$ cat src/rtl/xbar_core_pkg.sv
// Register map is fixed at 16-bit byte addresses with 32-bit full-word access only
package xbar_core_pkg;

  ////////////////////////////////////////////////////////////////////////////
  // Widths
  ////////////////////////////////////////////////////////////////////////////
  localparam int REG_AWIDTH   = 16;
  localparam int REG_DWIDTH   = 32;
  localparam int STREAM_WIDTH = 64;
  // Destination sits in bits 7:0 of the first beat
  localparam int DST_WIDTH    = 8;

  ////////////////////////////////////////////////////////////////////////////
  // Register map
  ////////////////////////////////////////////////////////////////////////////
  localparam logic [REG_DWIDTH-1:0] COMPAT_NUM    = 32'h0003_0001;

  // Global block offsets
  localparam logic [REG_AWIDTH-1:0] REG_COMPAT    = 16'h0000;
  localparam logic [REG_AWIDTH-1:0] REG_NUM_PORTS = 16'h0004;
  localparam logic [REG_AWIDTH-1:0] REG_SCRATCH   = 16'h0008;

  // Routing table, one word per destination
  localparam logic [REG_AWIDTH-1:0] XBAR_REG_BASE = 16'h0100;

  // SPI mux select 2, CPLD out of reset
  localparam logic [REG_DWIDTH-1:0] SCRATCH_RESET = 32'h0000_0002;

  // AXI response codes
  localparam logic [1:0] AXI_RESP_OKAY   = 2'b00;
  localparam logic [1:0] AXI_RESP_SLVERR = 2'b10;

  ////////////////////////////////////////////////////////////////////////////
  // State encodings
  ////////////////////////////////////////////////////////////////////////////
  typedef enum logic [1:0] {
    WR_IDLE,
    WR_ISSUE,
    WR_RESP
  } axil_wr_state_t;

  typedef enum logic [1:0] {
    RD_IDLE,
    RD_WAIT,
    RD_DATA
  } axil_rd_state_t;

  // Crossbar input waits for a header, then streams once granted
  typedef enum logic {
    IN_HEADER,
    IN_ROUTED
  } in_state_t;

endpackage

$ cat src/rtl/regport_if.sv
// Strobe-only register port; requests are one-cycle pulses, owning slave answers next cycle
`timescale 1ns/1ns

interface regport_if import xbar_core_pkg::*; ();

  // Write request, address and data valid with the pulse
  logic                  wr_req;
  logic [REG_AWIDTH-1:0] wr_addr;
  logic [REG_DWIDTH-1:0] wr_data;

  // Read request and its response
  logic                  rd_req;
  logic [REG_AWIDTH-1:0] rd_addr;
  logic                  rd_resp;
  logic [REG_DWIDTH-1:0] rd_data;

  // Bridge or fan-out side
  modport master (
    output wr_req, wr_addr, wr_data,
    output rd_req, rd_addr,
    input  rd_resp, rd_data
  );

  // Register block side
  modport slave (
    input  wr_req, wr_addr, wr_data,
    input  rd_req, rd_addr,
    output rd_resp, rd_data
  );

endinterface

$ cat src/rtl/core_global_regs.sv
// Exact-address decode of three words; writes elsewhere are ignored, scratch drives board pins
`timescale 1ns/1ns

module core_global_regs import xbar_core_pkg::*; #(
  parameter int NUM_PORTS = 4
) (
  input  logic       i_bus_clk,
  input  logic       i_bus_rst,
  regport_if.slave   reg_if,
  output logic [2:0] o_spi_mux,
  output logic       o_cpld_reset
);

  logic [REG_DWIDTH-1:0] scratch;
  logic                  rd_hit;
  logic [REG_DWIDTH-1:0] rd_mux;
  logic                  rd_resp_q;
  logic [REG_DWIDTH-1:0] rd_data_q;

  // Board control bits
  assign o_spi_mux    = scratch[2:0];
  assign o_cpld_reset = scratch[3];

  always_ff @(posedge i_bus_clk) begin
    if (i_bus_rst) begin
      scratch <= SCRATCH_RESET;
    end else if (reg_if.wr_req && (reg_if.wr_addr == REG_SCRATCH)) begin
      scratch <= reg_if.wr_data;
    end
  end

  ////////////////////////////////////////////////////////////////////////////
  // Read decode
  ////////////////////////////////////////////////////////////////////////////
  always_comb begin
    rd_hit = 1'b1;
    case (reg_if.rd_addr)
      REG_COMPAT:    rd_mux = COMPAT_NUM;
      REG_NUM_PORTS: rd_mux = REG_DWIDTH'(NUM_PORTS);
      REG_SCRATCH:   rd_mux = scratch;
      // Not ours, stay silent
      default: begin
        rd_hit = 1'b0;
        rd_mux = '0;
      end
    endcase
  end

  always_ff @(posedge i_bus_clk) begin
    if (i_bus_rst) rd_resp_q <= 1'b0;
    else           rd_resp_q <= reg_if.rd_req && rd_hit;
  end

  always_ff @(posedge i_bus_clk) begin
    if (reg_if.rd_req) rd_data_q <= rd_mux;
  end

  assign reg_if.rd_resp = rd_resp_q;
  assign reg_if.rd_data = rd_data_q;

endmodule

$ cat src/flat_wrapper.sv
// flat-port wrapper written by rule: the top's interface ports become plain ports
module core_global_regs_flat import xbar_core_pkg::*;
#(
  parameter int NUM_PORTS = 4
)
  (i_bus_clk, i_bus_rst, o_spi_mux, o_cpld_reset, reg_if_wr_req, reg_if_wr_addr, reg_if_wr_data, reg_if_rd_req, reg_if_rd_addr, reg_if_rd_resp, reg_if_rd_data);
  regport_if reg_if_i ();
  input  logic i_bus_clk;
  input  logic i_bus_rst;
  output logic [2:0] o_spi_mux;
  output logic o_cpld_reset;
  input wire logic [$bits(reg_if_i.wr_req)-1:0] reg_if_wr_req;
  input wire logic [$bits(reg_if_i.wr_addr)-1:0] reg_if_wr_addr;
  input wire logic [$bits(reg_if_i.wr_data)-1:0] reg_if_wr_data;
  input wire logic [$bits(reg_if_i.rd_req)-1:0] reg_if_rd_req;
  input wire logic [$bits(reg_if_i.rd_addr)-1:0] reg_if_rd_addr;
  output wire logic [$bits(reg_if_i.rd_resp)-1:0] reg_if_rd_resp;
  output wire logic [$bits(reg_if_i.rd_data)-1:0] reg_if_rd_data;
  assign reg_if_i.wr_req = reg_if_wr_req;
  assign reg_if_i.wr_addr = reg_if_wr_addr;
  assign reg_if_i.wr_data = reg_if_wr_data;
  assign reg_if_i.rd_req = reg_if_rd_req;
  assign reg_if_i.rd_addr = reg_if_rd_addr;
  assign reg_if_rd_resp = reg_if_i.rd_resp;
  assign reg_if_rd_data = reg_if_i.rd_data;
  core_global_regs #(.NUM_PORTS(NUM_PORTS)) u_core (.i_bus_clk(i_bus_clk), .i_bus_rst(i_bus_rst), .reg_if(reg_if_i), .o_spi_mux(o_spi_mux), .o_cpld_reset(o_cpld_reset));
endmodule
$ cat config.mk
export PLATFORM = sky130hd
export DESIGN_NAME = core_global_regs_flat
export DESIGN_NICKNAME = d
export VERILOG_FILES = /design/src/rtl/xbar_core_pkg.sv /design/src/rtl/regport_if.sv /design/src/rtl/core_global_regs.sv /design/src/flat_wrapper.sv
export SDC_FILE = /design/constraint.sdc
export NUM_CORES = 1
export LEC_CHECK = 0
export ABC_AREA = 1
export BUFFER_PORTS_ARGS = -buffer_cell sky130_fd_sc_hd__buf_2
export CAP_MARGIN = 20
export CORE_MARGIN = 2
export CORE_UTILIZATION = 30
export CTS_BUF_LIST = sky130_fd_sc_hd__clkbuf_8
export DETAILED_ROUTE_END_ITERATION = 10
export PLACE_DENSITY = 0.61
export SYNTH_ARGS = -nofsm -noshare
export SYNTH_HDL_FRONTEND = slang
export SYNTH_SLANG_ARGS = --single-unit
$ cat constraint.sdc
create_clock -name i_bus_clk -period 2.9 [get_ports i_bus_clk]
set_input_delay 0.435 -clock i_bus_clk [delete_from_list [all_inputs] [get_ports i_bus_clk]]
set_output_delay 0.435 -clock i_bus_clk [all_outputs]
set_load 0.02 [all_outputs]
==> summary.md <==
| Metric | Value |
|---|---|
| Status | `finished clean` |
| Layout cells sized above 1 | `28.42%` |
| CTS root buf | `clkbuf_8` |
| R2R depth | `2` |
| H-tree level count | `3` |
| Min Hold Slack | `approximately 0.38 ns` |
| Slew @ Worst Pin | `1.003 ns` |
| Synth area leader | `edfxtp_1` |
| CTS tree | `built` |
| Hold Crit Depth | `3` |
| Top-area cell type share of the netlist area | `32.26%` |
| Pre-CTS setup slack | `about 0.8 ns` |
| Fin. Hold Viols | `0` |
| Maximum clock rate | `592.9 MHz` |
| CP arrival | `between 1.5 and 2 ns` |
| Gpl congestion | `between 0.7 and 0.8` |
| Most common library cells after synthesis | `85 x inv_1, 77 x nor2_1, 70 x nand2_1` |
| Routed Wire Length | `between 6 and 7 mm` |
| Die width | `around 100 um` |
| Reg2reg end | `u_core.reg_if.rd_data[17]` |
| Vias | `2511` |
| Clk sink count | `65` |
| Sequential element share of the synthesized area | `54.43%` |
| Core region area | `between 0.009 and 0.01 sq mm` |
| Hold-fix buffers, CTS | `0` |
| Worst Path Max Fanout | `32` |
| Min Tclk post-route | `1.687 ns` |
| Period utilization | `58.16%` |
| Setup TNS | `0 ns` |
| CTS Buf Count | `9` |
| Switching pwr | `about 0.00041 W` |
| Clock latency on the worst-skew pair | `0.34 ns` |
| Iter 0 DRT Violations | `85` |
| Synth warn | `0` |
| First-pass GRT wire length | `11.27 mm` |
| Syn_area_per_cell | `between 7 and 8 sq um` |
| WS Path Type | `input port to flip-flop` |
| Hold Crit Endpoint | `u_core.scratch[1]` |
| Area contributors post-synth | `edfxtp_1 32%, dfxtp_1 22%, inv_1 11%` |
| GRT Residual Overflow | `0` |
| Mean routed wirelength per cell | `10.94 um` |
| Cell with the most instances after synthesis | `inv_1` |
| Die Span Y | `approximately 100 um` |
| Pleak | `1.879 nW` |
| Slack of the critical path | `1.213 ns` |
| Mapped Cells | `380` |
| # IOs | `~110` |
| Pwr Density | `513.6 mW/mm^2` |
| Logic gate share of total power | `6.9%` |
| Net count, final | `545` |
| Pre-antenna DRT Iters | `4` |
| Final Setup Violations | `0` |
| Post-Syn Nets | `448` |
| Synth Flop Type | `dfxtp_1` |
| Distinct cell type count after synthesis | `21` |
| # diodes | `0` |
| Max-slew violations | `0` |
| I/O Buffers | `~100` |
| Initial core utilization | `30.76%` |
| Final HPWL DP | `4.708 mm` |
| Rel. slew slack | `33.08%` |
| # DRC | `0` |
| Switching Share | `21.34%` |
| Critical Path RT | `3.17 ns` |
| CP Capture Type | `flip-flop` |
| Worst setup SP type | `input port` |
| Largest net degree at the start of global routing | `34` |
| Std cell rows | `36` |
| Post-Syn Area | `about 0.0030 sq mm` |
| RSZ-0062 raised after global routing | `false` |
| Initial antenna violation count | `0` |
| Ys async rst share | `0%` |
| Vias in the first global route | `2538` |
| Post-CTS sizing | `0` |
| Syn-to-layout area delta | `26.84%` |
| Peak supply drop | `193.7 uV` |
| Hold Path Class | `input port to flip-flop` |
| HP Start | `reg_if_wr_data[1]` |
| Clk pwr share | `a little over two fifths` |
| Internal | `approximately 0.0015 W` |
| Vias per inst | `about 4.1` |
| Seq pwr share | `50.5%` |
| Worst Skew | `0.006865 ns` |
| Number of flops mapped to enable cells by yosys | `32` |
| Tot GR Track Use | `13.14%` |
| Number of post-CTS setup repair buffers | `0` |
| Number of antenna-violating nets in the routed design | `0` |
| Clk slew on worst S/H paths | `approximately 0.07 ns` |
| Reg2reg setup slack | `2.19 ns` |
| Longest Clk Path Bufs | `2` |
| DIE AREA | `0.01074 sq mm` |
| Yosys reg bits | `between 60 and 70` |
| Reg-to-Reg Start | `u_core.scratch[17]` |
| Maxcap violations | `0` |
-- final cells by class --
| cell class | instances | area, sq um |
|---|---|---|
| fill | 1017 | 5906 |
| multi-input combinational | 194 | 855.8 |
| clock inverter | 6 | 75.07 |
| clock buffer | 10 | 137.6 |
| tap | 133 | 166.4 |
| timing repair buffer | 108 | 550.5 |
| sequential | 65 | 1622 |
| inverter | 99 | 371.6 |
-- logic make-up (layout without fill, tap and decap cells) --
logic type | Yosys count | after routing | share of synthesized area [%]
AND/OR/NAND/NOR | 189 | 189 | 27.76
flip-flops | 65 | 65 | 54.43
AO/OA/AOI/OAI | 5 | 5 | 0.9661
buffers and inverters | 121 | 223 | 16.84
-- sequential cells by signal, summed over array words and instances, names as in the netlist --
register / flops
u_core.reg_if.rd_data: 32
u_core.reg_if.rd_resp: 1
u_core.scratch: 32
-- through the flow --
| step | utilization [%] | instances | instance area (sq um) | power (W) |
|---|---|---|---|---|
| 2_1_floorplan | - | 380 | 2979 | 0.001059 |
| 3_3_place_gp | 36.82 | 599 | 3566 | 0.001135 |
| 3_5_place_dp | 36.82 | 599 | 3566 | 0.001137 |
| 4_1_cts | 39.02 | 615 | 3779 | 0.001961 |
| 5_1_grt | 39.02 | 615 | 3779 | 0.002011 |
| 6_report | 39.02 | 615 | 3779 | 0.001941 |
-- power by group through the flow --
stage	logic [W]	registers, W	clock network [W]
global route	0.000151	0.000980	0.000880
floorplan	0.0000380	0.00102	0
finish	0.000135	0.000979	0.000826
CTS	0.000137	0.000979	0.000844
global placement	0.000135	0.00100	0
detailed placement	0.000137	0.00100	0
-- worst max-delay path, cell delays in order --
cell     delay, ns
buf_2         0.09
or2_1         0.25
nor2_4        0.43
nand3_4       0.43
nand2_1       0.19
inv_2         0.03
nor2_1        0.09
-- cell usage in the layout, fill, tap and decap left out, types with 2 or more instances in the layout --
cell type and count:
clkbuf_8 10, buf_2 104, nor2_1 77, buf_4 4, nand2_1 70, o21ai_1 4
inv_2 14, inv_1 87, clkinv_1 2, nand4_1 34, dfxtp_1 33, nand3_1 2
bufinv_16 2, edfxtp_1 32
-- how the worst max path moves through the flow --
| stage | from | endpoint | slack, ns | depth (start not counted) |
|---|---|---|---|---|
| global route | reg_if_wr_addr[15] | u_core.scratch[8] | 1.00 | 8 |
| finish | reg_if_wr_addr[1] | u_core.scratch[22] | 1.21 | 7 |
| floorplan | reg_if_rd_addr[15] | u_core.reg_if.rd_data[11] | 1.56 | 6 |
| detailed placement | reg_if_wr_addr[1] | u_core.scratch[22] | 0.82 | 7 |
| CTS | reg_if_wr_addr[1] | u_core.scratch[22] | 1.18 | 7 |
| global placement | reg_if_wr_addr[1] | u_core.scratch[1] | 0.88 | 6 |
-- routing by layer --
layer	track usage (%)	part of all wire (%)	vias up
met4	6.950	2.4	0
met3	3.398	6.3	12
li1	-	-	1329
met1	14.51	44	1096
met5	0	0	-
met2	23.18	47	74
No activity file was read; power rests on OpenSTA's default activity.
