--- src/rtl/xbar_core_pkg.sv ---
// Register map is fixed at 16-bit byte addresses with 32-bit full-word access only
package xbar_core_pkg;

  ////////////////////////////////////////////////////////////////////////////
  // Widths
  ////////////////////////////////////////////////////////////////////////////
  localparam int REG_AWIDTH   = 16;
  localparam int REG_DWIDTH   = 32;
  localparam int STREAM_WIDTH = 64;
  // Destination sits in bits 7:0 of the first beat
  localparam int DST_WIDTH    = 8;

  ////////////////////////////////////////////////////////////////////////////
  // Register map
  ////////////////////////////////////////////////////////////////////////////
  localparam logic [REG_DWIDTH-1:0] COMPAT_NUM    = 32'h0003_0001;

  // Global block offsets
  localparam logic [REG_AWIDTH-1:0] REG_COMPAT    = 16'h0000;
  localparam logic [REG_AWIDTH-1:0] REG_NUM_PORTS = 16'h0004;
  localparam logic [REG_AWIDTH-1:0] REG_SCRATCH   = 16'h0008;

  // Routing table, one word per destination
  localparam logic [REG_AWIDTH-1:0] XBAR_REG_BASE = 16'h0100;

  // SPI mux select 2, CPLD out of reset
  localparam logic [REG_DWIDTH-1:0] SCRATCH_RESET = 32'h0000_0002;

  // AXI response codes
  localparam logic [1:0] AXI_RESP_OKAY   = 2'b00;
  localparam logic [1:0] AXI_RESP_SLVERR = 2'b10;

  ////////////////////////////////////////////////////////////////////////////
  // State encodings
  ////////////////////////////////////////////////////////////////////////////
  typedef enum logic [1:0] {
    WR_IDLE,
    WR_ISSUE,
    WR_RESP
  } axil_wr_state_t;

  typedef enum logic [1:0] {
    RD_IDLE,
    RD_WAIT,
    RD_DATA
  } axil_rd_state_t;

  // Crossbar input waits for a header, then streams once granted
  typedef enum logic {
    IN_HEADER,
    IN_ROUTED
  } in_state_t;

endpackage

--- src/rtl/regport_if.sv ---
// Strobe-only register port; requests are one-cycle pulses, owning slave answers next cycle
`timescale 1ns/1ns

interface regport_if import xbar_core_pkg::*; ();

  // Write request, address and data valid with the pulse
  logic                  wr_req;
  logic [REG_AWIDTH-1:0] wr_addr;
  logic [REG_DWIDTH-1:0] wr_data;

  // Read request and its response
  logic                  rd_req;
  logic [REG_AWIDTH-1:0] rd_addr;
  logic                  rd_resp;
  logic [REG_DWIDTH-1:0] rd_data;

  // Bridge or fan-out side
  modport master (
    output wr_req, wr_addr, wr_data,
    output rd_req, rd_addr,
    input  rd_resp, rd_data
  );

  // Register block side
  modport slave (
    input  wr_req, wr_addr, wr_data,
    input  rd_req, rd_addr,
    output rd_resp, rd_data
  );

endinterface

--- src/rtl/axil_regport_master.sv ---
// One outstanding write and one outstanding read; no write strobes; reads time out after 2**TIMEOUT-1 cycles
`timescale 1ns/1ns

module axil_regport_master import xbar_core_pkg::*; #(
  parameter int TIMEOUT = 6
) (
  input  logic                  i_bus_clk,
  input  logic                  i_bus_rst,
  // AXI4-Lite write channels
  input  logic [REG_AWIDTH-1:0] i_s_axi_awaddr,
  input  logic                  i_s_axi_awvalid,
  output logic                  o_s_axi_awready,
  input  logic [REG_DWIDTH-1:0] i_s_axi_wdata,
  input  logic                  i_s_axi_wvalid,
  output logic                  o_s_axi_wready,
  output logic [1:0]            o_s_axi_bresp,
  output logic                  o_s_axi_bvalid,
  input  logic                  i_s_axi_bready,
  // AXI4-Lite read channels
  input  logic [REG_AWIDTH-1:0] i_s_axi_araddr,
  input  logic                  i_s_axi_arvalid,
  output logic                  o_s_axi_arready,
  output logic [REG_DWIDTH-1:0] o_s_axi_rdata,
  output logic [1:0]            o_s_axi_rresp,
  output logic                  o_s_axi_rvalid,
  input  logic                  i_s_axi_rready,
  // Register port
  regport_if.master             reg_if
);

  axil_wr_state_t        wr_state;
  axil_rd_state_t        rd_state;
  logic [REG_AWIDTH-1:0] wr_addr_q;
  logic [REG_DWIDTH-1:0] wr_data_q;
  logic [REG_AWIDTH-1:0] rd_addr_q;
  logic                  rd_issue_q;
  logic [TIMEOUT-1:0]    rd_cnt;
  logic                  rd_done;
  logic [REG_DWIDTH-1:0] rdata_q;
  logic [1:0]            rresp_q;

  ////////////////////////////////////////////////////////////////////////////
  // Write path
  ////////////////////////////////////////////////////////////////////////////

  // Address and data accepted together, only when idle
  assign o_s_axi_awready = (wr_state == WR_IDLE) && i_s_axi_awvalid && i_s_axi_wvalid;
  assign o_s_axi_wready  = o_s_axi_awready;
  assign o_s_axi_bvalid  = (wr_state == WR_RESP);
  // Writes always complete, unmapped ones are simply dropped
  assign o_s_axi_bresp   = AXI_RESP_OKAY;

  assign reg_if.wr_req  = (wr_state == WR_ISSUE);
  assign reg_if.wr_addr = wr_addr_q;
  assign reg_if.wr_data = wr_data_q;

  always_ff @(posedge i_bus_clk) begin
    if (i_bus_rst) begin
      wr_state <= WR_IDLE;
    end else begin
      case (wr_state)
        WR_IDLE:  if (o_s_axi_awready) wr_state <= WR_ISSUE;
        // Single pulse on the register port
        WR_ISSUE: wr_state <= WR_RESP;
        // Hold bvalid until the host takes it
        WR_RESP:  if (i_s_axi_bready) wr_state <= WR_IDLE;
        default:  wr_state <= WR_IDLE;
      endcase
    end
  end

  always_ff @(posedge i_bus_clk) begin
    if (o_s_axi_awready) begin
      wr_addr_q <= i_s_axi_awaddr;
      wr_data_q <= i_s_axi_wdata;
    end
  end

  ////////////////////////////////////////////////////////////////////////////
  // Read path
  ////////////////////////////////////////////////////////////////////////////

  assign o_s_axi_arready = (rd_state == RD_IDLE) && i_s_axi_arvalid;
  assign reg_if.rd_req   = rd_issue_q;
  assign reg_if.rd_addr  = rd_addr_q;
  assign o_s_axi_rvalid  = (rd_state == RD_DATA);
  assign o_s_axi_rdata   = rdata_q;
  assign o_s_axi_rresp   = rresp_q;

  // Response or counter expiry ends the wait
  assign rd_done = (rd_state == RD_WAIT) && (reg_if.rd_resp || (&rd_cnt));

  always_ff @(posedge i_bus_clk) begin
    if (i_bus_rst) begin
      rd_state   <= RD_IDLE;
      rd_issue_q <= 1'b0;
      rd_cnt     <= '0;
    end else begin
      // rd_req pulses the cycle after AR handshake
      rd_issue_q <= o_s_axi_arready;
      case (rd_state)
        RD_IDLE: begin
          rd_cnt <= '0;
          if (o_s_axi_arready) rd_state <= RD_WAIT;
        end
        RD_WAIT: begin
          rd_cnt <= rd_cnt + 1'b1;
          if (rd_done) rd_state <= RD_DATA;
        end
        RD_DATA: if (i_s_axi_rready) rd_state <= RD_IDLE;
        default: rd_state <= RD_IDLE;
      endcase
    end
  end

  always_ff @(posedge i_bus_clk) begin
    if (o_s_axi_arready) begin
      rd_addr_q <= i_s_axi_araddr;
    end
    // Nobody claimed the address -> SLVERR with zero data
    if (rd_done) begin
      rdata_q <= reg_if.rd_resp ? reg_if.rd_data : '0;
      rresp_q <= reg_if.rd_resp ? AXI_RESP_OKAY : AXI_RESP_SLVERR;
    end
  end

  // Each request is a single pulse, never stretched
  a_wr_req_pulse: assert property (@(posedge i_bus_clk) disable iff (i_bus_rst)
    reg_if.wr_req |=> !reg_if.wr_req)
    else $error("wr_req high on consecutive cycles");
  a_rd_req_pulse: assert property (@(posedge i_bus_clk) disable iff (i_bus_rst)
    reg_if.rd_req |=> !reg_if.rd_req)
    else $error("rd_req high on consecutive cycles");

endmodule

--- src/flat_wrapper.sv ---
// flat-port wrapper written by rule: the top's interface ports become plain ports
module axil_regport_master_flat import xbar_core_pkg::*;
#(
  parameter int TIMEOUT = 6
)
  (i_bus_clk, i_bus_rst, i_s_axi_awaddr, i_s_axi_awvalid, o_s_axi_awready, i_s_axi_wdata, i_s_axi_wvalid, o_s_axi_wready, o_s_axi_bresp, o_s_axi_bvalid, i_s_axi_bready, i_s_axi_araddr, i_s_axi_arvalid, o_s_axi_arready, o_s_axi_rdata, o_s_axi_rresp, o_s_axi_rvalid, i_s_axi_rready, reg_if_wr_req, reg_if_wr_addr, reg_if_wr_data, reg_if_rd_req, reg_if_rd_addr, reg_if_rd_resp, reg_if_rd_data);
  regport_if reg_if_i ();
  input  logic i_bus_clk;
  input  logic i_bus_rst;
  input  logic [REG_AWIDTH-1:0] i_s_axi_awaddr;
  input  logic i_s_axi_awvalid;
  output logic o_s_axi_awready;
  input  logic [REG_DWIDTH-1:0] i_s_axi_wdata;
  input  logic i_s_axi_wvalid;
  output logic o_s_axi_wready;
  output logic [1:0] o_s_axi_bresp;
  output logic o_s_axi_bvalid;
  input  logic i_s_axi_bready;
  input  logic [REG_AWIDTH-1:0] i_s_axi_araddr;
  input  logic i_s_axi_arvalid;
  output logic o_s_axi_arready;
  output logic [REG_DWIDTH-1:0] o_s_axi_rdata;
  output logic [1:0] o_s_axi_rresp;
  output logic o_s_axi_rvalid;
  input  logic i_s_axi_rready;
  output wire logic [$bits(reg_if_i.wr_req)-1:0] reg_if_wr_req;
  output wire logic [$bits(reg_if_i.wr_addr)-1:0] reg_if_wr_addr;
  output wire logic [$bits(reg_if_i.wr_data)-1:0] reg_if_wr_data;
  output wire logic [$bits(reg_if_i.rd_req)-1:0] reg_if_rd_req;
  output wire logic [$bits(reg_if_i.rd_addr)-1:0] reg_if_rd_addr;
  input wire logic [$bits(reg_if_i.rd_resp)-1:0] reg_if_rd_resp;
  input wire logic [$bits(reg_if_i.rd_data)-1:0] reg_if_rd_data;
  assign reg_if_wr_req = reg_if_i.wr_req;
  assign reg_if_wr_addr = reg_if_i.wr_addr;
  assign reg_if_wr_data = reg_if_i.wr_data;
  assign reg_if_rd_req = reg_if_i.rd_req;
  assign reg_if_rd_addr = reg_if_i.rd_addr;
  assign reg_if_i.rd_resp = reg_if_rd_resp;
  assign reg_if_i.rd_data = reg_if_rd_data;
  axil_regport_master #(.TIMEOUT(TIMEOUT)) u_core (.i_bus_clk(i_bus_clk), .i_bus_rst(i_bus_rst), .i_s_axi_awaddr(i_s_axi_awaddr), .i_s_axi_awvalid(i_s_axi_awvalid), .o_s_axi_awready(o_s_axi_awready), .i_s_axi_wdata(i_s_axi_wdata), .i_s_axi_wvalid(i_s_axi_wvalid), .o_s_axi_wready(o_s_axi_wready), .o_s_axi_bresp(o_s_axi_bresp), .o_s_axi_bvalid(o_s_axi_bvalid), .i_s_axi_bready(i_s_axi_bready), .i_s_axi_araddr(i_s_axi_araddr), .i_s_axi_arvalid(i_s_axi_arvalid), .o_s_axi_arready(o_s_axi_arready), .o_s_axi_rdata(o_s_axi_rdata), .o_s_axi_rresp(o_s_axi_rresp), .o_s_axi_rvalid(o_s_axi_rvalid), .i_s_axi_rready(i_s_axi_rready), .reg_if(reg_if_i));
endmodule
--- config.mk ---
export PLATFORM = sky130hd
export DESIGN_NAME = axil_regport_master_flat
export DESIGN_NICKNAME = d
export VERILOG_FILES = /design/src/rtl/xbar_core_pkg.sv /design/src/rtl/regport_if.sv /design/src/rtl/axil_regport_master.sv /design/src/flat_wrapper.sv
export SDC_FILE = /design/constraint.sdc
export NUM_CORES = 1
export LEC_CHECK = 0
export ABC_AREA = 1
export BUFFER_PORTS_ARGS = -buffer_cell sky130_fd_sc_hd__buf_2
export CAP_MARGIN = 20
export CORE_ASPECT_RATIO = 0.7
export CORE_MARGIN = 8
export CORE_UTILIZATION = 45
export CTS_BUF_LIST = sky130_fd_sc_hd__clkbuf_8
export CTS_CLUSTER_DIAMETER = 150
export DETAILED_ROUTE_END_ITERATION = 10
export PLACE_DENSITY_LB_ADDON = 0.1
export SETUP_SLACK_MARGIN = 0.3
export SYNTH_ARGS = -nofsm -noshare
export SYNTH_HDL_FRONTEND = slang
export SYNTH_SLANG_ARGS = --single-unit
--- constraint.sdc ---
create_clock -name i_bus_clk -period 2.9 [get_ports i_bus_clk]
set_input_delay 0.58 -clock i_bus_clk [delete_from_list [all_inputs] [get_ports i_bus_clk]]
set_output_delay 0.58 -clock i_bus_clk [all_outputs]
set_load 0.05 [all_outputs]
==> summary.txt <==
Status
  – Status: finished clean

Synth
  – Post-synth top area share: about four fifths
  – Number of synthesis warnings: 0
  – Synth async-reset ratio: 0%
  – Top-count cell post-synth: edfxtp_1
  – Post-Syn Instances: between 200 and 250
  – Synth area leader: edfxtp_1
  – Synth cell types: 23
  – Post-Syn Area: 3710 um2
  – Register area share after synthesis: a little over four fifths
  – Number of enable flip-flop cells after synthesis: just under 100
  – Synth top area cells: edfxtp_1, dfxtp_1, nand2_1, inv_1, nor2_1
  – Synth cell count leaders: edfxtp_1, nand2_1, inv_1, nor2_1, dfxtp_1
  – Synth Area per Inst: ~15 um2
  – Synth Register Bits: between 100 and 150
  – Top FF cell, synth: edfxtp_1

Worst setup path
  – Slowest CP cell: clkinvlp_4
  – Crit. End Element: output port
  – Crit Path Category: register to output port
  – CP cell instances: inv_1 -> nand4_1 -> clkinvlp_4 -> buf_2
  – Worst setup SP type: register
  – Worst EP arrival: roughly 1800 ps
  – Max stage delay on crit path: between 400 and 500 ps
  – Worst Path Max Fanout: 19
  – Worst Path Required: around 2300 ps

Die
  – IO Pins: about 210
  – Die H: ~92 um
  – Core area: ~8000 um2
  – Core Rows: 27
  – Die area: 11500 um2
  – Chip Width: around 120 um
  – Initial Util: 46.8%

Layout
  – Fraction of layout cells with a size suffix above 1: about half
  – Nets: about 560
  – Non-filler cells, final: approximately 560
  – Fillcell total: ~620
  – Area Overhead vs Synth: 36.9%
  – N_diodes: 0
  – Final Cell Area: approximately 5100 um2
  – Final Core Density: ~64%

Timing
  – Min Tclk post-route: 2330 ps
  – Max Clock Freq: between 400 and 500 MHz
  – Count of pins over their slew limit: 0
  – RSZ-0062 raised after global routing: false
  – Total negative slack: 0 ps
  – Final setup viols: 0
  – Clk_skew: around 7.5 ps
  – Final Cycle Share: between 80% and 90%
  – Hold violation count in the final report: 0

Routing
  – Vias/cell: ~4.4
  – Initial DRC count: 117
  – Via count: 2473
  – DR WL/cell: 16.6 um
  – DRT antenna net count: 0
  – Drt drc: 0
  – 1st-pass router iterations: 4
  – Final WL: between 9000 and 10000 um

Pwr
  – Gate power share: 14.1%
  – Leak pwr: around 0.0024 uW
  – Internal: ~2400 uW
  – VDD IR max: between 0.4 and 0.5 mV
  – Power density cells: 632 nW/um2
  – Sequential power share: between 50% and 60%
  – Sw frac: between 20% and 30%
  – Clock power share: 30.1%
  – Psw: about 850 uW

Clock network
  – CTS sink count: 108
  – TritonCTS Buffers: 9
  – Worst skew pair latency: 360 ps
  – CTS tree: built
  – H-tree Lvls: 3
  – # hold bufs at CTS: 0
  – CTS clk-pin slew, worst paths: 100 ps
  – Post-cts sizing count: 0
  – # Post-CTS Setup Buffers: 0
  – Root Driver: clkbuf_8
  – CTS max path bufs: 2

Placement
  – GP Congestion: around 0.77
  – DP HPWL: 7380 um
  – Port Buffer Count: approximately 210
  – Cell area after placement: 4870 um2
  – # placed instances: 546

Hold path
  – Worst hold path type: primary input to register

Global routing
  – Largest net degree at the start of global routing: 34
  – All-Layer GR Usage: between 15 and 20%
  – First-pass GRT wire length: about 14000 um
  – Vias in the first global route: ~2700
  – Global route total overflow: 0
  – Initial antenna violation count: 2

Flow run
  – Max Cap Violations: 0
[power by group through the flow]
stage,clock [uW],combinational (uW),sequential [uW]
finish,967,453,1790
global route,1060,478,1800
CTS,998,458,1790
detailed placement,0,458,1830
global placement,0,452,1830
floorplan,0,89.7,2050
[cells in the final DEF (no fill, tap or decap), drive strengths merged]
cell and instances:
a21oi 5, buf 211, bufinv 2, clkbuf 9, clkinv 3, clkinvlp 2, conb 3, dfxtp 11
edfxtp 97, ha 1, inv 45, nand2 44, nand3 5, nand4 1, nor2 14, nor3 3
nor3b 1, o21a 1, o21ai 1, o21bai 2
[layer usage]
metal | part of all wire, % | vias to the layer above | GRT usage (%)
met4 | 1.2 | 4 | 4.20
li1 | - | 1221 | -
met3 | 9.1 | 12 | 8.91
met5 | 0.29 | - | 0
met2 | 53 | 106 | 28.6
met1 | 37 | 1130 | 15.4
[final timing paths]
kind	start	endpoint	slack, ps	cells past startpoint
worst min register to register	u_core.rd_cnt[3]	u_core.rd_cnt[3]	490	2
worst min-delay path	i_s_axi_wdata[9]	u_core.reg_if.wr_data[9]	390	1
worst max register to register	u_core.wr_state[0]	u_core.reg_if.wr_data[30]	1120	4
worst max-delay path	u_core.wr_state[0]	o_s_axi_wready	570	4
[metrics by stage]
stage,power [uW],setup slack [ps],hold slack (ps)
final,3210,566,387
after global routing,3340,395,348
after CTS,3250,537,361
after detailed placement,2290,706,480
after global placement,2280,729,463
after floorplan,2140,312,452
[sequential cells by signal, indices dropped and copies added (netlist names)]
name / count
u_core.o_s_axi_rdata: 32
u_core.reg_if.wr_data: 32
u_core.reg_if.rd_addr: 16
u_core.reg_if.wr_addr: 16
u_core.rd_cnt: 6
u_core.rd_state: 2
u_core.wr_state: 2
u_core.o_s_axi_rresp: 1
u_core.reg_if.rd_req: 1
[cell families after synthesis]
logic type               after synthesis  share of synthesized area [%]
buffers and inverters                 53                           5.90
flip-flops                           108                           84.4
AO/OA/AOI/OAI                          9                           1.52
AND/OR/NAND/NOR                       68                           7.78
adder cells (fa/ha/maj)                1                          0.337
other                                  1                          0.101
[final cells by class]
| cell class | count | area (um2) | area share [%] |
|---|---|---|---|
| timing repair buffer | 211 | 1070 | 21.0 |
| inverter | 45 | 173 | 3.40 |
| multi-input combinational | 81 | 369 | 7.26 |
| clock inverter | 7 | 92.6 | 1.82 |
| tap | 101 | 126 | 2.49 |
| sequential | 108 | 3130 | 61.6 |
| clock buffer | 9 | 124 | 2.44 |
[worst max-delay path: cells and delay by family (launching register included)]
family                 cells  cell delay, ps
flip-flops                 1             370
buffers and inverters      3             850
AND/OR/NAND/NOR            1             170
Note: power is estimated with default switching activity, not from simulation.
