[src/rtl/xbar_core_pkg.sv]
// Register map is fixed at 16-bit byte addresses with 32-bit full-word access only
package xbar_core_pkg;

  ////////////////////////////////////////////////////////////////////////////
  // Widths
  ////////////////////////////////////////////////////////////////////////////
  localparam int REG_AWIDTH   = 16;
  localparam int REG_DWIDTH   = 32;
  localparam int STREAM_WIDTH = 64;
  // Destination sits in bits 7:0 of the first beat
  localparam int DST_WIDTH    = 8;

  ////////////////////////////////////////////////////////////////////////////
  // Register map
  ////////////////////////////////////////////////////////////////////////////
  localparam logic [REG_DWIDTH-1:0] COMPAT_NUM    = 32'h0003_0001;

  // Global block offsets
  localparam logic [REG_AWIDTH-1:0] REG_COMPAT    = 16'h0000;
  localparam logic [REG_AWIDTH-1:0] REG_NUM_PORTS = 16'h0004;
  localparam logic [REG_AWIDTH-1:0] REG_SCRATCH   = 16'h0008;

  // Routing table, one word per destination
  localparam logic [REG_AWIDTH-1:0] XBAR_REG_BASE = 16'h0100;

  // SPI mux select 2, CPLD out of reset
  localparam logic [REG_DWIDTH-1:0] SCRATCH_RESET = 32'h0000_0002;

  // AXI response codes
  localparam logic [1:0] AXI_RESP_OKAY   = 2'b00;
  localparam logic [1:0] AXI_RESP_SLVERR = 2'b10;

  ////////////////////////////////////////////////////////////////////////////
  // State encodings
  ////////////////////////////////////////////////////////////////////////////
  typedef enum logic [1:0] {
    WR_IDLE,
    WR_ISSUE,
    WR_RESP
  } axil_wr_state_t;

  typedef enum logic [1:0] {
    RD_IDLE,
    RD_WAIT,
    RD_DATA
  } axil_rd_state_t;

  // Crossbar input waits for a header, then streams once granted
  typedef enum logic {
    IN_HEADER,
    IN_ROUTED
  } in_state_t;

endpackage

[src/rtl/regport_if.sv]
// Strobe-only register port; requests are one-cycle pulses, owning slave answers next cycle
`timescale 1ns/1ns

interface regport_if import xbar_core_pkg::*; ();

  // Write request, address and data valid with the pulse
  logic                  wr_req;
  logic [REG_AWIDTH-1:0] wr_addr;
  logic [REG_DWIDTH-1:0] wr_data;

  // Read request and its response
  logic                  rd_req;
  logic [REG_AWIDTH-1:0] rd_addr;
  logic                  rd_resp;
  logic [REG_DWIDTH-1:0] rd_data;

  // Bridge or fan-out side
  modport master (
    output wr_req, wr_addr, wr_data,
    output rd_req, rd_addr,
    input  rd_resp, rd_data
  );

  // Register block side
  modport slave (
    input  wr_req, wr_addr, wr_data,
    input  rd_req, rd_addr,
    output rd_resp, rd_data
  );

endinterface

[src/rtl/regport_resp_mux.sv]
// Two register slaves only; merged read response arrives one cycle after the slave answers
`timescale 1ns/1ns

module regport_resp_mux import xbar_core_pkg::*; (
  input  logic      i_bus_clk,
  input  logic      i_bus_rst,
  regport_if.slave  up,
  regport_if.master dn_glob,
  regport_if.master dn_xbar
);

  logic                  rd_resp_q;
  logic [REG_DWIDTH-1:0] rd_data_q;

  // Requests fan out unchanged, same cycle
  assign dn_glob.wr_req  = up.wr_req;
  assign dn_glob.wr_addr = up.wr_addr;
  assign dn_glob.wr_data = up.wr_data;
  assign dn_glob.rd_req  = up.rd_req;
  assign dn_glob.rd_addr = up.rd_addr;

  assign dn_xbar.wr_req  = up.wr_req;
  assign dn_xbar.wr_addr = up.wr_addr;
  assign dn_xbar.wr_data = up.wr_data;
  assign dn_xbar.rd_req  = up.rd_req;
  assign dn_xbar.rd_addr = up.rd_addr;

  always_ff @(posedge i_bus_clk) begin
    if (i_bus_rst) rd_resp_q <= 1'b0;
    else           rd_resp_q <= dn_glob.rd_resp | dn_xbar.rd_resp;
  end

  // Silent slaves contribute zero to the OR
  always_ff @(posedge i_bus_clk) begin
    rd_data_q <= (dn_glob.rd_resp ? dn_glob.rd_data : '0) |
                 (dn_xbar.rd_resp ? dn_xbar.rd_data : '0);
  end

  assign up.rd_resp = rd_resp_q;
  assign up.rd_data = rd_data_q;

  // Address ranges of the two slaves must not overlap
  a_one_responder: assert property (@(posedge i_bus_clk) disable iff (i_bus_rst)
    !(dn_glob.rd_resp && dn_xbar.rd_resp))
    else $error("both register slaves answered the same read");

endmodule

[src/flat_wrapper.sv]
// flat-port wrapper written by rule: the top's interface ports become plain ports
module regport_resp_mux_flat import xbar_core_pkg::*;
  (i_bus_clk, i_bus_rst, up_wr_req, up_wr_addr, up_wr_data, up_rd_req, up_rd_addr, up_rd_resp, up_rd_data, dn_glob_wr_req, dn_glob_wr_addr, dn_glob_wr_data, dn_glob_rd_req, dn_glob_rd_addr, dn_glob_rd_resp, dn_glob_rd_data, dn_xbar_wr_req, dn_xbar_wr_addr, dn_xbar_wr_data, dn_xbar_rd_req, dn_xbar_rd_addr, dn_xbar_rd_resp, dn_xbar_rd_data);
  regport_if up_i ();
  regport_if dn_glob_i ();
  regport_if dn_xbar_i ();
  input  logic i_bus_clk;
  input  logic i_bus_rst;
  input wire logic [$bits(up_i.wr_req)-1:0] up_wr_req;
  input wire logic [$bits(up_i.wr_addr)-1:0] up_wr_addr;
  input wire logic [$bits(up_i.wr_data)-1:0] up_wr_data;
  input wire logic [$bits(up_i.rd_req)-1:0] up_rd_req;
  input wire logic [$bits(up_i.rd_addr)-1:0] up_rd_addr;
  output wire logic [$bits(up_i.rd_resp)-1:0] up_rd_resp;
  output wire logic [$bits(up_i.rd_data)-1:0] up_rd_data;
  output wire logic [$bits(dn_glob_i.wr_req)-1:0] dn_glob_wr_req;
  output wire logic [$bits(dn_glob_i.wr_addr)-1:0] dn_glob_wr_addr;
  output wire logic [$bits(dn_glob_i.wr_data)-1:0] dn_glob_wr_data;
  output wire logic [$bits(dn_glob_i.rd_req)-1:0] dn_glob_rd_req;
  output wire logic [$bits(dn_glob_i.rd_addr)-1:0] dn_glob_rd_addr;
  input wire logic [$bits(dn_glob_i.rd_resp)-1:0] dn_glob_rd_resp;
  input wire logic [$bits(dn_glob_i.rd_data)-1:0] dn_glob_rd_data;
  output wire logic [$bits(dn_xbar_i.wr_req)-1:0] dn_xbar_wr_req;
  output wire logic [$bits(dn_xbar_i.wr_addr)-1:0] dn_xbar_wr_addr;
  output wire logic [$bits(dn_xbar_i.wr_data)-1:0] dn_xbar_wr_data;
  output wire logic [$bits(dn_xbar_i.rd_req)-1:0] dn_xbar_rd_req;
  output wire logic [$bits(dn_xbar_i.rd_addr)-1:0] dn_xbar_rd_addr;
  input wire logic [$bits(dn_xbar_i.rd_resp)-1:0] dn_xbar_rd_resp;
  input wire logic [$bits(dn_xbar_i.rd_data)-1:0] dn_xbar_rd_data;
  assign up_i.wr_req = up_wr_req;
  assign up_i.wr_addr = up_wr_addr;
  assign up_i.wr_data = up_wr_data;
  assign up_i.rd_req = up_rd_req;
  assign up_i.rd_addr = up_rd_addr;
  assign up_rd_resp = up_i.rd_resp;
  assign up_rd_data = up_i.rd_data;
  assign dn_glob_wr_req = dn_glob_i.wr_req;
  assign dn_glob_wr_addr = dn_glob_i.wr_addr;
  assign dn_glob_wr_data = dn_glob_i.wr_data;
  assign dn_glob_rd_req = dn_glob_i.rd_req;
  assign dn_glob_rd_addr = dn_glob_i.rd_addr;
  assign dn_glob_i.rd_resp = dn_glob_rd_resp;
  assign dn_glob_i.rd_data = dn_glob_rd_data;
  assign dn_xbar_wr_req = dn_xbar_i.wr_req;
  assign dn_xbar_wr_addr = dn_xbar_i.wr_addr;
  assign dn_xbar_wr_data = dn_xbar_i.wr_data;
  assign dn_xbar_rd_req = dn_xbar_i.rd_req;
  assign dn_xbar_rd_addr = dn_xbar_i.rd_addr;
  assign dn_xbar_i.rd_resp = dn_xbar_rd_resp;
  assign dn_xbar_i.rd_data = dn_xbar_rd_data;
  regport_resp_mux u_core (.i_bus_clk(i_bus_clk), .i_bus_rst(i_bus_rst), .up(up_i), .dn_glob(dn_glob_i), .dn_xbar(dn_xbar_i));
endmodule
[config.mk]
export PLATFORM = sky130hd
export DESIGN_NAME = regport_resp_mux_flat
export DESIGN_NICKNAME = d
export VERILOG_FILES = /design/src/rtl/xbar_core_pkg.sv /design/src/rtl/regport_if.sv /design/src/rtl/regport_resp_mux.sv /design/src/flat_wrapper.sv
export SDC_FILE = /design/constraint.sdc
export NUM_CORES = 1
export LEC_CHECK = 0
export BUFFER_PORTS_ARGS = -buffer_cell sky130_fd_sc_hd__buf_2
export CORE_AREA = 2 2 117 119
export DETAILED_ROUTE_END_ITERATION = 8
export DIE_AREA = 0 0 119 121
export GPL_TIMING_DRIVEN = 0
export PLACE_DENSITY_LB_ADDON = 0.2
export REMOVE_ABC_BUFFERS = 1
export SLEW_MARGIN = 25
export SYNTH_ARGS = -nofsm -noshare
export SYNTH_HDL_FRONTEND = slang
export SYNTH_SLANG_ARGS = --single-unit
[constraint.sdc]
create_clock -name i_bus_clk -period 0.8 [get_ports i_bus_clk]
set_input_delay 0.16 -clock i_bus_clk [delete_from_list [all_inputs] [get_ports i_bus_clk]]
set_output_delay 0.16 -clock i_bus_clk [all_outputs]
set_load 0.03 [all_outputs]
==> metrics.md, run 1 <==
| Metric | Value |
|---|---|
| Outcome | finished with violations |
| Failing checks | negative setup slack |
| Post-CTS setup buffer count | 0 |
| Gr usage total | 0.213 |
| DP HPWL | 14300 µm |
| Cell count after synthesis | 206 |
| Max cap viols | 0 |
| Slowest stage delay, CP | 330 ps |
| WL/cell | 45.1 µm |
| Fin. Hold Viols | 0 |
| Crit-path slowest cell | dfxtp_2 |
| Fraction of layout cells with a size suffix above 1 | 0.816 |
| H-tree depth | 2 |
| Combinational Power Share | 0.196 |
| Worst hold path startpoint | dn_xbar_rd_data[1] |
| Vias per cell | 3.91 |
| Die Y | 121 µm |
| Seq cells post-synth | 33 |
| Hold WC Path Type | in -> reg |
| Crit path DAT | 740 ps |
| DR vias | 1368 |
| Antenna violations before repair | 0 |
| Critical path, cell by cell | buf_6 |
| Pins over their slew limit | 0 |
| NumNets Final | 307 |
| Final antenna-violating net count | 0 |
| Global-route wire length before repair | 18700 µm |
| TritonCTS clock tree | yes |
| Layout fillers | 1463 |
| Worst-Margin Slew | 406 ps |
| Pre-antenna DRT Iters | 4 |
| Setup Crit Path Kind | reg -> out |
| Crit path buf inv count | 1 |
| Critical Path RT | 640 ps |
| Switching Share | 0.275 |
| Max Root-Sink Buffers | 2 |
| Sequential fraction of design power | 0.398 |
| Die width | 119 µm |
| RSZ-0062 raised after global routing | true |
| Final Util | 0.158 |
| CP delay by family, top | flip-flops |
| Critical Path Sink Type | primary output |
| Starting density of the core | 0.155 |
| Final Routed Wirelength | 15800 µm |
| Synth-to-layout area growth | 1.72% |
| Global route total overflow | 0 |
| Peak supply drop | 0.577 mV |
| Root buf cell | clkbuf_16 |
| Cts bufs inserted | 5 |
| Die ar. | 14400 µm² |
| I/O Pins | 299 |
| Avg Cell Area, Syn | 9.86 µm² |
| Vias in the first global route | 1371 |
| Int Pwr | 3.40 mW |
| Fmax | 1110 MHz |
| CP startpoint kind | register |
| Synth Cell Area | 2030 µm² |
| Hold buffer count at cts | 0 |
| Number of remaining DRC errors | 0 |
| Final hold slack | 85.4 ps |
| Worst rel slew slack | 0.730 |
| Final period util | 1.12 |
| Final worst slack | -99.5 ps |
| Initial drt markers | 123 |
| Crit Path Max Fanout | 1 |
| Final setup vio count | 33 |
| Reg clk slew, reported paths | 60 ps |
| # port buffers | 100 |
| Worst slack at placement | -307 ps |
| CP startpoint | u_core.up.rd_data[8]$_DFF_P_ |
| Core area | 13100 µm² |
| GPL Wtd Cong | 0.832 |
| Switching Power | 1.29 mW |
| Largest net degree at the start of global routing | 34 |
| CTS Sinks | 33 |
| Inserted Diodes | 0 |
| Cell Rows | 42 |
| Clock power share | 0.406 |
| Final setup TNS | -2690 ps |
| Pleak | 0.948 nW |
| Sequential share of the synthesized area | 0.325 |
| Final min period | 899 ps |
| PwrDens | 2270 nW/µm² |
| YS warnings | 0 |
| Synth cell types | 5 |
synthesized netlist by cell type:
cell type | instances | area share
a22o_1 | 32 | 0.14
o21ba_2 | 1 | 0.0049
buf_6 | 8 | 0.044
dfxtp_1 | 33 | 0.33
buf_4 | 132 | 0.49
cells by family after synthesis:
family,after synthesis,share of synthesized area
AOI/OAI and AO/OA,33,0.143
DFF,33,0.325
buffers and inverters,140,0.532
power by group through the flow:
stage | Sequential (mW) | Combinational (mW) | Clock (mW)
floorplan | 2.12 | 0.112 | 0
global placement | 1.84 | 0.772 | 0
detailed placement | 1.84 | 0.771 | 0
CTS | 1.87 | 0.928 | 2.00
global route | 1.88 | 0.970 | 2.08
finish | 1.87 | 0.918 | 1.90
routing by layer:
metal / vias up / track usage / share of wire
met4: 6 / 0.0662 / 0.031
met2: 287 / 0.378 / 0.51
met1: 566 / 0.107 / 0.18
met3: 31 / 0.278 / 0.27
li1: 478 / - / -
met5: - / 0.0993 / 0.011
worst paths after layout:
| path | to | slack [ps] | cells past startpoint |
|---|---|---|---|
| setup / recovery | up_rd_data[8] | -100 | 1 |
| hold / removal | u_core.up.rd_data[1]$_DFF_P_ | 90 | 2 |
final cells by class:
| cell class | instances | area [µm²] | area share |
|---|---|---|---|
| timing repair buffer | 100 | 712 | 0.344 |
| tap | 176 | 220 | 0.107 |
| multi-input combinational | 33 | 290 | 0.140 |
| clock buffer | 5 | 125 | 0.0605 |
| sequential | 33 | 702 | 0.340 |
| clock inverter | 3 | 17.5 | 0.00847 |
cell usage in the layout, fill, tap and decap left out:
master | netlist | routed
buf_2 | 0 | 65
o21ba_2 | 1 | 1
buf_6 | 8 | 33
clkinvlp_4 | 0 | 1
dfxtp_2 | 0 | 33
clkinv_2 | 0 | 2
buf_4 | 132 | 2
a22o_1 | 32 | 32
clkbuf_16 | 0 | 5
sequential cells by signal (all words and copies together), names as in the netlist:
register           cells
u_core.up.rd_resp      1
u_core.up.rd_data     32
metrics by stage:
stage	area, µm²	power, mW	cells
4_1_cts	2070	4.79	350
5_1_grt	2070	4.92	350
2_1_floorplan	951	2.23	66
3_3_place_gp	1670	2.61	342
3_5_place_dp	1670	2.61	342
6_report	2070	4.69	350
what timing repair did:
item / 4_1_cts / 5_1_grt
cloned: 0 / 0
pin swaps: 0 / 0
endpoints found under the setup margin: 35 / 33
gates resized for setup: 101 / 0
No activity file was read; power rests on OpenSTA's default activity.
==> run 2, diff against run 1 <==
- clock period: 0.8 -> 0.89 ns (I/O delays scaled with it)
==> run 2 against run 1 <==
Compared with the run above: the run still ends with negative setup slack left; sequential power fell by 10%; critical path depth did not move; largest cell class unchanged; worst setup slack improved by 72 ps; design area fell by 0.24%.
==> metrics.md, run 2 (same netlist as run 1, synthesis figures left out) <==
| Metric | Value |
|---|---|
| Outcome | finished with violations |
| Failing checks | negative setup slack |
| Final antenna-violating net count | 0 (unchanged) |
| Pins over their slew limit | 0 (unchanged) |
| Fraction of layout cells with a size suffix above 1 | 0.816 (unchanged) |
| CP delay by family, top | flip-flops |
| Crit path DAT | 740 ps (about the same) |
| Crit Path Max Fanout | 1 (unchanged) |
| # port buffers | 100 (unchanged) |
| Die Y | 121 µm (unchanged) |
| PwrDens | 2040 nW/µm² (-9.9%) |
| Critical Path RT | 710 ps (+70 ps) |
| NumNets Final | 307 (unchanged) |
| Max cap viols | 0 (unchanged) |
| Worst hold path startpoint | dn_xbar_rd_data[1] |
| Min-Delay Endpoint | u_core.up.rd_data[1]$_DFF_P_ |
| Sequential fraction of design power | 0.398 (about the same) |
| Final setup TNS | -318 ps (+2380 ps) |
| Antenna violations before repair | 0 (unchanged) |
| DP HPWL | 14300 µm (unchanged) |
| Crit path buf inv count | 1 (unchanged) |
| Initial drt markers | 123 (unchanged) |
| Final Routed Wirelength | 15800 µm (about the same) |
| Slowest stage delay, CP | 330 ps (about the same) |
| WL/cell | 45.1 µm (about the same) |
| GPL Wtd Cong | 0.832 (unchanged) |
| Peak supply drop | 0.518 mV (-10%) |
| Number of remaining DRC errors | 0 (unchanged) |
| DR vias | 1369 (+0.073%) |
| Largest register FFs | 32 (unchanged) |
| I/O Pins | 299 (unchanged) |
| Fmax | 1090 MHz |
| Vias per cell | 3.91 (about the same) |
| Final period util | 1.03 |
| Max Root-Sink Buffers | 2 (unchanged) |
| Die width | 119 µm (unchanged) |
| TritonCTS clock tree | yes |
| Hold path depth | 2 (unchanged) |
| Gr usage total | 0.213 (unchanged) |
| Worst rel slew slack | 0.522 (-0.207) |
| Critical path, cell by cell | buf_6 |
| Clock power share | 0.406 (about the same) |
| Hold WC Path Type | in -> reg |
| Pre-antenna DRT Iters | 4 (unchanged) |
| Pleak | 0.947 nW (-0.18%) |
| CP startpoint kind | register |
| Crit-path slowest cell | dfxtp_2 |
| Starting density of the core | 0.155 (unchanged) |
| Cts bufs inserted | 5 (unchanged) |
| Setup Crit Path Kind | reg -> out |
| Root buf cell | clkbuf_16 |
| Die ar. | 14400 µm² (unchanged) |
| Final min period | 917 ps |
| Final Util | 0.158 (-0.000382) |
| Switching Share | 0.276 (about the same) |
| Global route total overflow | 0 (unchanged) |
| Final worst slack | -27.5 ps (+72.0 ps) |
| Critical Path Sink Type | primary output |
| Int Pwr | 3.05 mW (-10%) |
| Final hold slack | 103 ps (+18.0 ps) |
| Worst-Margin Slew | 717 ps (+311 ps) |
| Commonest non-fill, non-tap cell in the layout | buf_2 |
| Largest net degree at the start of global routing | 34 (unchanged) |
| Commonest cells after routing, fill and taps aside | buf_2 (67), buf_6 (33), dfxtp_2 (33) |
| CTS Sinks | 33 (unchanged) |
| H-tree depth | 2 (unchanged) |
| Final setup vio count | 33 (unchanged) |
| Fin. Hold Viols | 0 (unchanged) |
| Cell Rows | 42 (unchanged) |
| Global-route wire length before repair | 18700 µm (unchanged) |
| Vias in the first global route | 1371 (unchanged) |
| Switching Power | 1.16 mW (-10%) |
| Combinational Power Share | 0.195 (about the same) |
| Reg clk slew, reported paths | 60 ps (about the same) |
| Inserted Diodes | 0 (unchanged) |
| RSZ-0062 raised after global routing | true |
| Core area | 13100 µm² (unchanged) |
| Synth-to-layout area growth | 1.48% |
## run 2: cell types whose count changed in the layout (fill, tap and decap cells not counted)
cell | previous run | this run
buf_4 | 2 | 0
buf_2 | 65 | 67
## run 2: worst max-delay path by stage
stage	slack (ps)	to	startpoint	cells after the start
after floorplan	250	up_rd_data[0]	u_core.up.rd_data[0]$_DFF_P_	0
after global placement	-240	u_core.up.rd_data[24]$_DFF_P_	dn_glob_rd_resp	2
after detailed placement	-240	u_core.up.rd_data[24]$_DFF_P_	dn_glob_rd_resp	2
after CTS	-50	up_rd_data[8]	u_core.up.rd_data[8]$_DFF_P_	1
after global routing	-60	up_rd_data[8]	u_core.up.rd_data[8]$_DFF_P_	1
final	-30	up_rd_data[8]	u_core.up.rd_data[8]$_DFF_P_	1
## run 2: final cells by class
type	instances	area, µm²
fillers	1462	11000
repair buffers	100	707
flip-flops and latches	33	702
multi-input cells	33	290
well taps	176	220
clock buffers	5	125
clock inverters	3	17.5
## run 2: per-layer routing
layer  global-route usage  share of wire  up-vias  wire length (µm)
li1                     -              -      479                 -
met1                0.107           0.18      566              2870
met2                0.378           0.51      287              8020
met3                0.278           0.27       31              4230
met4               0.0662          0.031        6               483
met5               0.0993          0.011        -               179
## run 2: metrics by stage
| stage | std cells | area (µm²) | power [mW] | setup slack [ps] |
|---|---|---|---|---|
| global placement | 342 | 1670 | 2.35 | -244 |
| CTS | 350 | 2060 | 4.30 | -45.2 |
| finish | 350 | 2060 | 4.21 | -27.5 |
| global route | 350 | 2060 | 4.42 | -57.3 |
| floorplan | 66 | 951 | 2.00 | 253 |
| detailed placement | 342 | 1670 | 2.35 | -235 |
## run 2: power by group through the flow
stage	logic [mW]	registers, mW	clock network (mW)
after floorplan	0.101	1.90	0
after global placement	0.694	1.65	0
after detailed placement	0.693	1.66	0
after CTS	0.832	1.68	1.79
after global routing	0.869	1.69	1.87
final	0.823	1.68	1.71
## run 2: what timing repair did
action                     CTS  global route
gates resized for setup     99             0
hold buffers                 0             0
pin swaps                    0             0
setup endpoints to repair   33            33
setup buffers                0             0
==> run 3, diff against run 2 <==
- PLACE_DENSITY_LB_ADDON: 0.2 -> unset
==> run 3 against run 2 <==
Compared with the run above: the run still ends with negative setup slack left; via count grew 2.5%; wire length grew 4.1%; sequential share of layout area is the same; combinational power grew 2%; flip-flop and latch count is the same; power is essentially flat; cell count is the same; core utilization is the same; die area is the same; clock power is essentially flat; non-clock buffer count is the same; worst setup slack gained 0.58 ps; critical path type unchanged; largest cell class unchanged.
==> metrics.md, run 3 (same netlist as run 1, synthesis figures left out) <==
| Metric | Value |
|---|---|
| Global route total overflow | 0 (unchanged) |
| Die Y | 121 µm (unchanged) |
| Root buf cell | clkbuf_16 |
| WL/cell | 46.9 µm (+4.1%) |
| Cell Rows | 42 (unchanged) |
| Stages on worst setup path | 1 (unchanged) |
| RSZ-0062 raised after global routing | true |
| Vias in the first global route | 1420 (+3.6%) |
| Die width | 119 µm (unchanged) |
| Largest net degree at the start of global routing | 34 (unchanged) |
| TritonCTS clock tree | yes |
| Fraction of layout cells with a size suffix above 1 | 0.816 (unchanged) |
| Post-CTS setup buffer count | 0 (unchanged) |
| Hold WC Path Type | in -> reg |
| Reg clk slew, reported paths | 60 ps (about the same) |
| Crit path buf inv count | 1 (unchanged) |
| Global-route wire length before repair | 19000 µm (+1.5%) |
| Critical path, cell by cell | buf_6 |
| CTS Sinks | 33 (unchanged) |
| Gr usage total | 0.219 (+0.00556) |
| Worst-Margin Slew | 699 ps (-18.2 ps) |
| Number of remaining DRC errors | 0 (unchanged) |
| M1 WL | 2700 µm (-6.0%) |
| Starting density of the core | 0.155 (unchanged) |
| Core area | 13100 µm² (unchanged) |
| Fin area | 2060 µm² (unchanged) |
| Synth-to-layout area growth | 1.48% (unchanged) |
| # port buffers | 100 (unchanged) |
| DR vias | 1403 (+2.5%) |
| DP HPWL | 15000 µm (+5.1%) |
| Max cap viols | 0 (unchanged) |
| Hold path depth | 2 (unchanged) |
| NumNets Final | 307 (unchanged) |
| Critical Path Sink Type | primary output |
| Pre-antenna DRT Iters | 5 (+1) |
| Critical Path RT | 710 ps (about the same) |
| Highest metal used | met5 |
| Placed cell area | 1670 µm² (unchanged) |
| Final antenna-violating net count | 0 (unchanged) |
| Largest register FFs | 32 (unchanged) |
| DR WL met2 | 8220 µm (+2.5%) |
| Final min period | 917 ps (-0.579 ps) |
| Outcome | finished with violations |
| Final setup vio count | 33 (unchanged) |
| Setup Crit Path Kind | reg -> out |
| Inserted Diodes | 0 (unchanged) |
| Hold buffer count at cts | 0 (unchanged) |
| CP delay by family, top | flip-flops |
| Commonest cells after routing, fill and taps aside | buf_2 (67), buf_6 (33), dfxtp_2 (33) |
| Non-filler instance count after layout | 350 (unchanged) |
| H-tree depth | 2 (unchanged) |
| Worst rel slew slack | 0.534 (+0.0121) |
| Pins over their slew limit | 0 (unchanged) |
| Final Routed Wirelength | 16400 µm (+4.1%) |
| Commonest non-fill, non-tap cell in the layout | buf_2 |
| Fin. Hold Viols | 0 (unchanged) |
| Crit-path slowest cell | dfxtp_2 |
| Fmax | 1090 MHz (about the same) |
| GPL Wtd Cong | 0.822 (-1.2%) |
| Worst slack at placement | -222 ps (+12.9 ps) |
| Final setup TNS | -345 ps (-27.0 ps) |
| I/O Pins | 299 (unchanged) |
| Crit Path Max Fanout | 1 (unchanged) |
| Pleak | 0.947 nW (unchanged) |
| CP startpoint kind | register |
| Peak supply drop | 0.567 mV (+9.6%) |
| Met3 wire len | 4330 µm (+2.5%) |
| Final worst slack | -26.9 ps (+0.579 ps) |
| Final period util | 1.03 (about the same) |
| Die ar. | 14400 µm² (unchanged) |
| Max Root-Sink Buffers | 2 (unchanged) |
| Cts bufs inserted | 5 (unchanged) |
| Vias per cell | 4.01 (+2.5%) |
| Failing checks | negative setup slack |
| Initial drt markers | 91 (-26%) |
| Crit path DAT | 740 ps (about the same) |
| Antenna violations before repair | 0 (unchanged) |
| Dpl cells | 342 (unchanged) |
| PwrDens | 2040 nW/µm² (about the same) |
| Slowest stage delay, CP | 340 ps (about the same) |
[run 3: cell counts in the layout (fill, tap and decap cells not counted)]
Identical to the previous run, type by type.
[run 3: power breakdown]
part           switching, mW  total [mW]  internal [mW]
logic                  0.433       0.837          0.404
clock network          0.667        1.69           1.03
registers             0.0604        1.68           1.62
total                   1.16        4.21           3.05
[run 3: routing by layer]
metal | global-route usage | vias up
li1 | - | 478
met1 | 0.0976 | 595
met2 | 0.382 | 289
met3 | 0.286 | 39
met4 | 0.127 | 2
met5 | 0.0221 | -
[run 3: final cells by class]
type	count	area, µm²
Fill cell	1458	11000
Clock buffer	5	125
Tap cell	176	220
Sequential cell	33	702
Timing Repair Buffer	100	707
Clock inverter	3	17.5
Multi-Input combinational cell	33	290
[run 3: repair_timing]
item / CTS / global route
endpoints found under the setup margin: 33 / 33
hold endpoints to repair: 0 / 0
resized for setup: 99 / 0
[run 3: metrics by stage]
step	power (mW)	hold slack, ps	util
after detailed placement	2.37	357	0.128
final	4.21	111	0.158
after floorplan	2.00	299	-
after global placement	2.35	357	0.128
after CTS	4.28	104	0.158
after global routing	4.41	117	0.158
[run 3: path summary, 6_finish.rpt]
| check | slack (ps) | end | start |
|---|---|---|---|
| max | -30 | up_rd_data[2] | u_core.up.rd_data[2]$_DFF_P_ |
| min | 110 | u_core.up.rd_data[18]$_DFF_P_ | dn_xbar_rd_data[18] |
